<file path="src/logic/tinyrv1_pkg.sv">
package tinyrv1_pkg;

  // ==========================================================
  // Constants
  // ==========================================================

  localparam logic [31:0] reset_pc = 32'h0000_0000;

  // Register fields inside an instruction word
  localparam int rs1_lsb    = 15;
  localparam int rs2_lsb    = 20;
  localparam int rd_lsb     = 7;
  localparam int reg_addr_w = 5;

  // ==========================================================
  // Encodings
  // ==========================================================

  typedef enum logic [3:0] {
    op_nop,
    op_add,
    op_addi,
    op_mul,
    op_lw,
    op_sw,
    op_jal,
    op_jr,
    op_bne
  } inst_op_e;

  // Next PC source
  typedef enum logic [1:0] {pc_plus4, pc_jump_d, pc_jr_d, pc_branch_x} pc_sel_e;

  // Operand source for the D stage bypass muxes
  typedef enum logic [1:0] {byp_rf, byp_x, byp_m, byp_w} byp_sel_e;

  typedef enum logic [1:0] {imm_i, imm_s, imm_b, imm_j} imm_type_e;

  // ==========================================================
  // Control, status and memory request bundles
  // ==========================================================

  typedef struct packed {
    logic                  reg_en_F;
    logic                  reg_en_D;
    pc_sel_e               pc_sel;
    imm_type_e             imm_type;
    byp_sel_e              op1_byp_sel;
    byp_sel_e              op2_byp_sel;
    logic                  op2_sel_imm;
    logic                  alu_fn_add;     // 0 selects compare-equal
    logic                  result_sel_mul;
    logic                  wb_sel_mem;
    logic                  rf_wen_W;
    logic [reg_addr_w-1:0] rf_waddr_W;
    logic                  squash_D;
  } ctrl_sigs_t;

  typedef struct packed {
    logic [31:0] inst_D;
    logic        eq_X;
  } dpath_status_t;

  typedef struct packed {
    logic        val;
    logic        is_write;
    logic [31:0] addr;
    logic [31:0] wdata;
  } mem_req_t;

endpackage

</file>
<file path="src/logic/proc_ctrl.sv">
`timescale 1ns/1ns

module proc_ctrl (
  input  logic                       clk,
  input  logic                       arst_n,
  input  tinyrv1_pkg::dpath_status_t d2c,
  output tinyrv1_pkg::ctrl_sigs_t    c2d,
  output logic                       dmemreq_val,
  output logic                       dmemreq_is_write,
  output logic [4:0]                 rf_waddr_W,
  output logic                       trace_val
);
  import tinyrv1_pkg::*;

  // Decoded attributes of the D instruction
  typedef struct packed {
    logic      rs1_en;
    logic      rs2_en;
    logic      wen;
    logic      op2_imm;
    imm_type_e imm_type;
  } dec_t;

  // What each later stage remembers about its instruction
  typedef struct packed {
    logic                  val;
    inst_op_e              op;
    logic                  wen;
    logic [reg_addr_w-1:0] rd;
  } stage_t;

  inst_op_e              op_D;
  dec_t                  dec_D;
  logic [reg_addr_w-1:0] rs1_D;
  logic [reg_addr_w-1:0] rs2_D;
  logic [reg_addr_w-1:0] rd_D;
  logic                  wen_D;
  logic                  val_D;
  logic                  stall_D;
  logic                  jump_D;
  logic                  br_taken_X;
  stage_t                stg_X;
  stage_t                stg_M;
  stage_t                stg_W;

  // ==========================================================
  // Decode
  // ==========================================================

  always_comb begin
    casez (d2c.inst_D)
      32'b0000000_?????_?????_000_?????_0110011: op_D = op_add;
      32'b0000001_?????_?????_000_?????_0110011: op_D = op_mul;
      32'b???????_?????_?????_000_?????_0010011: op_D = op_addi;
      32'b???????_?????_?????_010_?????_0000011: op_D = op_lw;
      32'b???????_?????_?????_010_?????_0100011: op_D = op_sw;
      32'b???????_?????_?????_???_?????_1101111: op_D = op_jal;
      32'b000000000000_?????_000_00000_1100111:  op_D = op_jr;
      32'b???????_?????_?????_001_?????_1100011: op_D = op_bne;
      default:                                   op_D = op_nop;
    endcase
  end

  always_comb begin
    case (op_D)
      op_add, op_mul: dec_D = '{1'b1, 1'b1, 1'b1, 1'b0, imm_i};
      op_addi, op_lw: dec_D = '{1'b1, 1'b0, 1'b1, 1'b1, imm_i};
      op_sw:          dec_D = '{1'b1, 1'b1, 1'b0, 1'b1, imm_s};
      op_jal:         dec_D = '{1'b0, 1'b0, 1'b1, 1'b0, imm_j};
      op_jr:          dec_D = '{1'b1, 1'b0, 1'b0, 1'b0, imm_i};
      op_bne:         dec_D = '{1'b1, 1'b1, 1'b0, 1'b0, imm_b};
      default:        dec_D = '{1'b0, 1'b0, 1'b0, 1'b0, imm_i};
    endcase
  end

  assign rs1_D = d2c.inst_D[rs1_lsb +: reg_addr_w];
  assign rs2_D = d2c.inst_D[rs2_lsb +: reg_addr_w];
  assign rd_D  = d2c.inst_D[rd_lsb +: reg_addr_w];
  assign wen_D = dec_D.wen && (rd_D != '0);

  // ==========================================================
  // Hazards
  // ==========================================================

  assign br_taken_X = stg_X.val && (stg_X.op == op_bne) && !d2c.eq_X;

  // Load result is not ready until M
  assign stall_D = val_D && stg_X.val && (stg_X.op == op_lw) && stg_X.wen &&
                   ((dec_D.rs1_en && (rs1_D == stg_X.rd)) ||
                    (dec_D.rs2_en && (rs2_D == stg_X.rd)));

  assign jump_D = val_D && ((op_D == op_jal) || (op_D == op_jr)) && !stall_D && !br_taken_X;

  // Youngest producer wins
  function automatic byp_sel_e pick_byp(input logic [reg_addr_w-1:0] rs);
    if (stg_X.val && stg_X.wen && (stg_X.rd == rs)) return byp_x;
    if (stg_M.val && stg_M.wen && (stg_M.rd == rs)) return byp_m;
    if (stg_W.val && stg_W.wen && (stg_W.rd == rs)) return byp_w;
    return byp_rf;
  endfunction

  // ==========================================================
  // Stage tracking
  // ==========================================================

  always_ff @(posedge clk or negedge arst_n) begin
    if (!arst_n) begin
      val_D <= 1'b0;
      stg_X <= '0;
      stg_M <= '0;
      stg_W <= '0;
    end else begin
      if (!stall_D) begin
        val_D <= !(jump_D || br_taken_X);
      end
      stg_X <= '{val: val_D && !stall_D && !br_taken_X, op: op_D, wen: wen_D, rd: rd_D};
      stg_M <= stg_X;
      stg_W <= stg_M;
    end
  end

  always_comb begin
    c2d.reg_en_F = !stall_D;
    c2d.reg_en_D = !stall_D;
    if (br_taken_X) begin
      c2d.pc_sel = pc_branch_x;
    end else if (jump_D) begin
      c2d.pc_sel = (op_D == op_jal) ? pc_jump_d : pc_jr_d;
    end else begin
      c2d.pc_sel = pc_plus4;
    end
    c2d.imm_type       = dec_D.imm_type;
    c2d.op1_byp_sel    = pick_byp(rs1_D);
    c2d.op2_byp_sel    = pick_byp(rs2_D);
    c2d.op2_sel_imm    = dec_D.op2_imm;
    c2d.alu_fn_add     = (stg_X.op != op_bne);
    c2d.result_sel_mul = (stg_X.op == op_mul);
    c2d.wb_sel_mem     = (stg_M.op == op_lw);
    c2d.rf_wen_W       = stg_W.val && stg_W.wen;
    c2d.rf_waddr_W     = stg_W.rd;
    c2d.squash_D       = br_taken_X;
  end

  assign dmemreq_val      = stg_M.val && ((stg_M.op == op_lw) || (stg_M.op == op_sw));
  assign dmemreq_is_write = (stg_M.op == op_sw);
  assign rf_waddr_W       = stg_W.rd;
  assign trace_val        = c2d.rf_wen_W;

endmodule

</file>
<file path="src/logic/proc_dpath.sv">
`timescale 1ns/1ns

module proc_dpath (
  input  logic                       clk,
  input  logic                       arst_n,
  input  tinyrv1_pkg::ctrl_sigs_t    c2d,
  output tinyrv1_pkg::dpath_status_t d2c,
  output tinyrv1_pkg::mem_req_t      imemreq,
  input  logic [31:0]                imemresp_data,
  output logic [31:0]                dmemreq_addr,
  output logic [31:0]                dmemreq_wdata,
  input  logic [31:0]                dmemresp_rdata,
  output logic [4:0]                 rf_raddr0,
  output logic [4:0]                 rf_raddr1,
  input  logic [31:0]                rf_rdata0,
  input  logic [31:0]                rf_rdata1,
  output logic [31:0]                rf_wdata
);
  import tinyrv1_pkg::*;

  // Results fed back to the bypass muxes
  logic [31:0] result_X_next;
  logic [31:0] result_M_next;
  logic [31:0] result_W;

  logic [31:0] pc_F;
  logic [31:0] pc_inc_F;
  logic [31:0] pc_next;
  logic [31:0] inst_D;
  logic [31:0] pc_D;
  logic [31:0] imm_D;
  logic [31:0] targ_D;
  logic [31:0] op1_byp;
  logic [31:0] op2_byp;
  logic        link_D;
  logic [31:0] op1_D;
  logic [31:0] op2_D;
  logic [31:0] op1_X;
  logic [31:0] op2_X;
  logic [31:0] sdata_X;
  logic [31:0] br_targ_X;
  logic [31:0] alu_out;
  logic [31:0] mul_out;
  logic [31:0] result_M;
  logic [31:0] sdata_M;

  // ==========================================================
  // Stage F
  // ==========================================================

  assign pc_inc_F = pc_F + 32'd4;

  always_comb begin
    case (c2d.pc_sel)
      pc_jump_d:   pc_next = targ_D;
      pc_jr_d:     pc_next = op1_byp;
      pc_branch_x: pc_next = br_targ_X;
      default:     pc_next = pc_inc_F;
    endcase
  end

  always_ff @(posedge clk or negedge arst_n) begin
    if (!arst_n) begin
      pc_F <= reset_pc;
    end else if (c2d.reg_en_F) begin
      pc_F <= pc_next;
    end
  end

  // Fetch every cycle, a held PC simply refetches
  assign imemreq = '{val: 1'b1, is_write: 1'b0, addr: pc_F, wdata: 32'd0};

  always_ff @(posedge clk) begin
    if (c2d.reg_en_D) begin
      inst_D <= imemresp_data;
      pc_D   <= pc_F;
    end
  end

  // ==========================================================
  // Stage D
  // ==========================================================

  assign rf_raddr0 = inst_D[rs1_lsb +: reg_addr_w];
  assign rf_raddr1 = inst_D[rs2_lsb +: reg_addr_w];

  always_comb begin
    case (c2d.imm_type)
      imm_s:   imm_D = {{20{inst_D[31]}}, inst_D[31:25], inst_D[11:7]};
      imm_b:   imm_D = {{20{inst_D[31]}}, inst_D[7], inst_D[30:25], inst_D[11:8], 1'b0};
      imm_j:   imm_D = {{12{inst_D[31]}}, inst_D[19:12], inst_D[20], inst_D[30:21], 1'b0};
      default: imm_D = {{20{inst_D[31]}}, inst_D[31:20]};
    endcase
  end

  // jal target now, bne target carried into X
  assign targ_D = pc_D + imm_D;

  function automatic logic [31:0] byp_mux(input byp_sel_e sel, input logic [31:0] rf_val);
    case (sel)
      byp_x:   return result_X_next;
      byp_m:   return result_M_next;
      byp_w:   return result_W;
      default: return rf_val;
    endcase
  endfunction

  always_comb begin
    op1_byp = byp_mux(c2d.op1_byp_sel, rf_rdata0);
    op2_byp = byp_mux(c2d.op2_byp_sel, rf_rdata1);
  end

  // Only jal is J-type; its link pc+4 goes through the X adder
  assign link_D = (c2d.imm_type == imm_j);
  assign op1_D  = link_D ? pc_D : op1_byp;
  assign op2_D  = link_D ? 32'd4 : (c2d.op2_sel_imm ? imm_D : op2_byp);

  always_ff @(posedge clk) begin
    if (c2d.squash_D) begin
      op1_X     <= 32'd0;
      op2_X     <= 32'd0;
      sdata_X   <= 32'd0;
      br_targ_X <= 32'd0;
    end else begin
      op1_X     <= op1_D;
      op2_X     <= op2_D;
      sdata_X   <= op2_byp;
      br_targ_X <= targ_D;
    end
  end

  // ==========================================================
  // Stage X
  // ==========================================================

  assign alu_out = c2d.alu_fn_add ? (op1_X + op2_X) : {31'd0, op1_X == op2_X};
  assign mul_out = op1_X * op2_X;

  assign result_X_next = c2d.result_sel_mul ? mul_out : alu_out;

  assign d2c = '{inst_D: inst_D, eq_X: alu_out[0]};

  always_ff @(posedge clk) begin
    result_M <= result_X_next;
    sdata_M  <= sdata_X;
  end

  // ==========================================================
  // Stage M and W
  // ==========================================================

  assign dmemreq_addr  = result_M;
  assign dmemreq_wdata = sdata_M;

  assign result_M_next = c2d.wb_sel_mem ? dmemresp_rdata : result_M;

  always_ff @(posedge clk) begin
    result_W <= result_M_next;
  end

  assign rf_wdata = result_W;

endmodule

</file>
<file path="src/logic/proc_regfile.sv">
`timescale 1ns/1ns

module proc_regfile (
  input  logic        clk,
  input  logic        wen,
  input  logic [4:0]  waddr,
  input  logic [31:0] wdata,
  input  logic [4:0]  raddr0,
  input  logic [4:0]  raddr1,
  output logic [31:0] rdata0,
  output logic [31:0] rdata1
);

  // No storage behind x0
  logic [31:0] regs [1:31];

  always_ff @(posedge clk) begin
    if (wen && (waddr != 5'd0)) begin
      regs[waddr] <= wdata;
    end
  end

  // x0 always reads as zero
  assign rdata0 = (raddr0 == 5'd0) ? 32'd0 : regs[raddr0];
  assign rdata1 = (raddr1 == 5'd0) ? 32'd0 : regs[raddr1];

endmodule

</file>
<file path="src/logic/proc_top.sv">
`timescale 1ns/1ns

module proc_top (
  input  logic                  clk,
  input  logic                  arst_n,
  output tinyrv1_pkg::mem_req_t imemreq,
  input  logic [31:0]           imemresp_data,
  output tinyrv1_pkg::mem_req_t dmemreq,
  input  logic [31:0]           dmemresp_rdata,
  output logic                  trace_val,
  output logic [4:0]            trace_waddr,
  output logic [31:0]           trace_data
);
  import tinyrv1_pkg::*;

  ctrl_sigs_t    c2d;
  dpath_status_t d2c;
  logic          dmemreq_val;
  logic          dmemreq_is_write;
  logic [31:0]   dmemreq_addr;
  logic [31:0]   dmemreq_wdata;
  logic [4:0]    rf_raddr0;
  logic [4:0]    rf_raddr1;
  logic [31:0]   rf_rdata0;
  logic [31:0]   rf_rdata1;
  logic [31:0]   rf_wdata;

  proc_ctrl i_ctrl (
    .clk              (clk),
    .arst_n           (arst_n),
    .d2c              (d2c),
    .c2d              (c2d),
    .dmemreq_val      (dmemreq_val),
    .dmemreq_is_write (dmemreq_is_write),
    .rf_waddr_W       (trace_waddr),
    .trace_val        (trace_val)
  );

  proc_dpath i_dpath (
    .clk            (clk),
    .arst_n         (arst_n),
    .c2d            (c2d),
    .d2c            (d2c),
    .imemreq        (imemreq),
    .imemresp_data  (imemresp_data),
    .dmemreq_addr   (dmemreq_addr),
    .dmemreq_wdata  (dmemreq_wdata),
    .dmemresp_rdata (dmemresp_rdata),
    .rf_raddr0      (rf_raddr0),
    .rf_raddr1      (rf_raddr1),
    .rf_rdata0      (rf_rdata0),
    .rf_rdata1      (rf_rdata1),
    .rf_wdata       (rf_wdata)
  );

  // Write port is driven straight from the W stage controls
  proc_regfile i_regfile (
    .clk    (clk),
    .wen    (c2d.rf_wen_W),
    .waddr  (c2d.rf_waddr_W),
    .wdata  (rf_wdata),
    .raddr0 (rf_raddr0),
    .raddr1 (rf_raddr1),
    .rdata0 (rf_rdata0),
    .rdata1 (rf_rdata1)
  );

  assign dmemreq = '{val: dmemreq_val, is_write: dmemreq_is_write,
                     addr: dmemreq_addr, wdata: dmemreq_wdata};

  assign trace_data = rf_wdata;

endmodule

</file>
<file path="config.mk">
export PLATFORM = sky130hd
export DESIGN_NAME = proc_top
export DESIGN_NICKNAME = d
export VERILOG_FILES = /design/src/logic/tinyrv1_pkg.sv /design/src/logic/proc_ctrl.sv /design/src/logic/proc_dpath.sv /design/src/logic/proc_regfile.sv /design/src/logic/proc_top.sv
export SDC_FILE = /design/constraint.sdc
export NUM_CORES = 2
export LEC_CHECK = 0
export BUFFER_PORTS_ARGS = -buffer_cell sky130_fd_sc_hd__buf_4
export CAP_MARGIN = 20
export CORE_MARGIN = 10
export CORE_UTILIZATION = 42
export CTS_CLUSTER_DIAMETER = 50
export DETAILED_ROUTE_END_ITERATION = 12
export SYNTH_ARGS = -nofsm -noshare
export SYNTH_HDL_FRONTEND = slang
export SYNTH_SLANG_ARGS = --single-unit
</file>
<file path="constraint.sdc">
create_clock -name clk -period 9.8 [get_ports clk]
set_input_delay 0.49 -clock clk [delete_from_list [all_inputs] [get_ports clk]]
set_output_delay 0.49 -clock clk [all_outputs]
set_load 0.1 [all_outputs]
</file>
==> impl_metrics.csv <==
group,metric,value,unit
synthesis,async_reset_ff_frac,0.04586,
synthesis,syn_inst,5644,
critical_path,worstSetupPathDepth,22,
cts,insertion_delay,0.81,ns
critical_path,critPathMaxStageDelay,1.01,ns
placed_design,io_buffers,201,
final_layout,final_common_cell,"edfxtp_1",
grt,grt_pass1_vias,52790,
final_layout,drive_gt1_frac,0.2141,
synthesis,ys_types,92,
drt,wirelength,268.4,mm
sta,fin_skew,0.02606,ns
final_layout,final_core_util,0.4788,
sta,slew_headroom,0.2121,
grt,grt_max_degree,112,
critical_path,crit_start,"i_dpath.op2_X[11]",
sta,fin_crit,9.043,ns
critical_path,critPathArrivalTime,9.74,ns
sta,finalHoldViolCount,0,
synthesis,netlist_area,0.07870,sq mm
placed_design,place.gp.congestion,0.9454,
sta,fin_crit_sh,0.9227,
critical_path,cp-endpoint,"i_dpath.op1_X[29]",
critical_path,ff2ff_path_depth,22,
synthesis,synth_edf_count,1056,
critical_path,worst-path-buf-inv,2,
grt,overflow,0,
drt,post_drt_wl_per_cell,31.73,um
drt,vias,51210,
drt,ant_nets,0,
critical_path,crit_path_top_delay_cell,"dfxtp_1",
final_layout,multi_input_area,0.03783,sq mm
cts,cts_hold_buffers,50,
synthesis,synth_warnings,0,
cts,cts_tree,"built",
final_layout,final_cell_mix,"edfxtp_1, mux4_2, inv_1",
cts,cts_setup_buffers,0,
cts,cts.clk_slew.worst_paths,0.06,ns
final_layout,area_growth,13.05,%
critical_path,worstSetupStartpointType,"flip-flop",
die,die_h,452.9,um
final_layout,postLayoutCellArea,0.08897,sq mm
drt,vias_per_cell,6.055,
grt,antenna_found_initial,8,
critical_path,r2r_end,"i_dpath.op1_X[29]",
cts,cts_buffers,146,
synthesis,ys_ff_latch,1352,
cts,clk_root_buffer_cell,"clkbuf_16",
die,std_cell_rows,158,
sta,clock.fmax,0.1106,GHz
critical_path,required,10.50,ns
outcome,status,"finished clean",
placed_design,dpl_cell_area,0.08339,sq mm
sta,maxSlewViolCount,0,
critical_path,regToRegSetupSlack,0.76,ns
sta,final-setup-viol-count,0,
placed_design,place_hpwl,179.5,mm
job,drv_cap,0,
cts,cts_num_sinks,1352,
final_layout,seq_area,0.03798,sq mm
critical_path,critical_path.max_fanout,21,
drt,drt_first_pass_iters,6,
synthesis,synth-main-ff-cell,"edfxtp_1",
critical_path,r2r-start,"i_dpath.op2_X[11]",
die,core_area,0.1858,sq mm
critical_path,path_cells,"ha_1 > fa_1 > inv_1 > fa_1 > fa_1 > inv_1 > fa_1 > fa_1 > fa_1 > fa_1 > fa_1 > ha_1 > a21o_1 > a31o_2 > a31o_2 > a221o_1 > or3_1 > o22ai_1 > xnor2_1 > a22oi_1 > o221ai_1 > o21a_1",
cts,cts_max_path_buffers,3,
final_layout,final_cells,8457,
cts,htreeDepth,4,
worst_hold_path,min_path_cells,2,
critical_path,path_common_cell,"fa_1",
die,die_w,452.9,um
sta,tns,0,ns
grt,track_usage,0.2580,
drt,drt_first_iter_violations,5721,
sta,rsz0062_at_grt,"no",
die,io_pins,236,
final_layout,fin_nets,6521,
drt,drc,0,
grt,grt_first_pass_wirelength,383.0,mm
final_layout,fillers,16210,
critical_path,crit_path_end_kind,"flip-flop",
sta,worstMarginPinSlew,1.175,ns
synthesis,ys_seq_area_frac,0.4822,
synthesis,syn_avg_cell_area,13.94,sq um
worst_hold_path,worst_hold_path_type,"in2reg",
cts,cts_resized,0,
critical_path,crit_family,"adder cells",
die,initial_core_util,0.4235,
placed_design,placed_cells_incl_taps,8130,
die,die_area,0.2051,sq mm
critical_path,crit_type,"reg2reg",
==> layer usage <==
metal,GRT usage,vias up,routed length [um]
li1,-,21200,-
met1,0.3174,26670,97780
met2,0.4206,2641,128700
met3,0.04824,699,21930
met4,0.1606,0,19970
met5,0,-,0
==> Yosys cell counts (20+ instances only) <==
cell type	n	area [sq um]
o21a_1	25	187.7
dfrtp_1	62	1551
nor2_1	289	1085
mux2i_1	145	1451
a211oi_1	76	570.6
o22ai_1	31	193.9
o221ai_1	24	210.2
dfxtp_1	234	4684
nand3_1	41	205.2
o21ai_0	127	635.6
nand2_1	380	1426
mux2_2	28	315.3
buf_1	45	168.9
and2_1	325	2033
nor3_1	47	235.2
clkbuf_1	244	915.9
xor2_1	76	665.6
fa_1	410	8208
a21o_1	42	315.3
buf_4	49	367.9
and3_1	20	125.1
a21oi_1	235	1176
mux4_2	567	12770
a22oi_1	49	367.9
buf_2	49	245.2
xnor2_1	107	937.2
inv_1	429	1610
edfxtp_1	1056	31710
ha_1	192	2402
==> state kept, by name, indices dropped and copies added, names as in the netlist, named ones only <==
| signal | count |
|---|---|
| i_dpath.op2_X | 32 |
| i_ctrl.rf_waddr_W | 5 |
| i_regfile.regs | 992 |
| i_dpath.sdata_X | 32 |
| i_dpath.pc_D | 32 |
| i_dpath.inst_D | 32 |
| i_ctrl.stg_X | 11 |
| i_dpath.br_targ_X | 32 |
| i_ctrl.stg_W | 2 |
| i_ctrl.stg_M | 11 |
| i_dpath.dmemreq_addr | 32 |
| i_dpath.pc_F | 32 |
| i_dpath.dmemreq_wdata | 32 |
| i_dpath.op1_X | 32 |
| i_ctrl.val_D | 1 |
| i_dpath.rf_wdata | 32 |
==> stage by stage <==
stage | hold slack (ns) | worst slack, ns
6_report | 0.05130 | 0.7574
5_1_grt | 0.02618 | 0.5088
4_1_cts | 0.005326 | 0.8677
3_5_place_dp | 0.3121 | 0.9247
3_3_place_gp | 0.3139 | 0.8975
2_1_floorplan | 0.1944 | 2.346
==> worst min path at each step <==
stage                                end                 from
5_1_grt              i_dpath.rf_wdata[9]    dmemresp_rdata[9]
3_5_place_dp   i_dpath.dmemreq_wdata[28]  i_dpath.sdata_X[28]
2_1_floorplan       i_ctrl.rf_waddr_W[0]               arst_n
3_3_place_gp    i_dpath.dmemreq_wdata[1]   i_dpath.sdata_X[1]
6_report            i_dpath.rf_wdata[15]   dmemresp_rdata[15]
4_1_cts              i_dpath.rf_wdata[9]    dmemresp_rdata[9]
==> worst reg2reg max path: stages (launching register included) <==
cell	delay, ns
dfxtp_1	1.01
ha_1	0.51
fa_1	0.44
inv_1	0.08
fa_1	0.43
fa_1	0.54
inv_1	0.05
fa_1	0.41
fa_1	0.47
fa_1	0.50
fa_1	0.55
fa_1	0.46
ha_1	0.39
a21o_1	0.24
a31o_2	0.22
a31o_2	0.24
a221o_1	0.37
or3_1	0.31
o22ai_1	0.26
xnor2_1	0.14
a22oi_1	0.46
o221ai_1	0.51
o21a_1	0.34
==> final cells by class <==
cell class,instances,share of cell area
multi-input cells,3506,0.4252
clock buffers,186,0.04437
flip-flops and latches,1352,0.4269
well taps,2480,0.03488
diodes,3,0.00008438
clock inverters,83,0.01104
inverters,430,0.01814
repair buffers,417,0.03935
==> logic make-up after synthesis <==
kind of cell    count (synthesis)  share of synthesized area
compound gates                739                    0.06132
xor+xnor                      184                    0.02057
fa+ha+maj                     602                     0.1348
buf+inv                       818                    0.04215
flops                        1352                     0.4822
mux                           740                     0.1847
other cells                     2                 0.00009543
simple gates                 1207                    0.07414
Power is left out: the tool's default activity adds up to more than one toggle a clock period on the data nets, which glitch-free logic cannot reach.
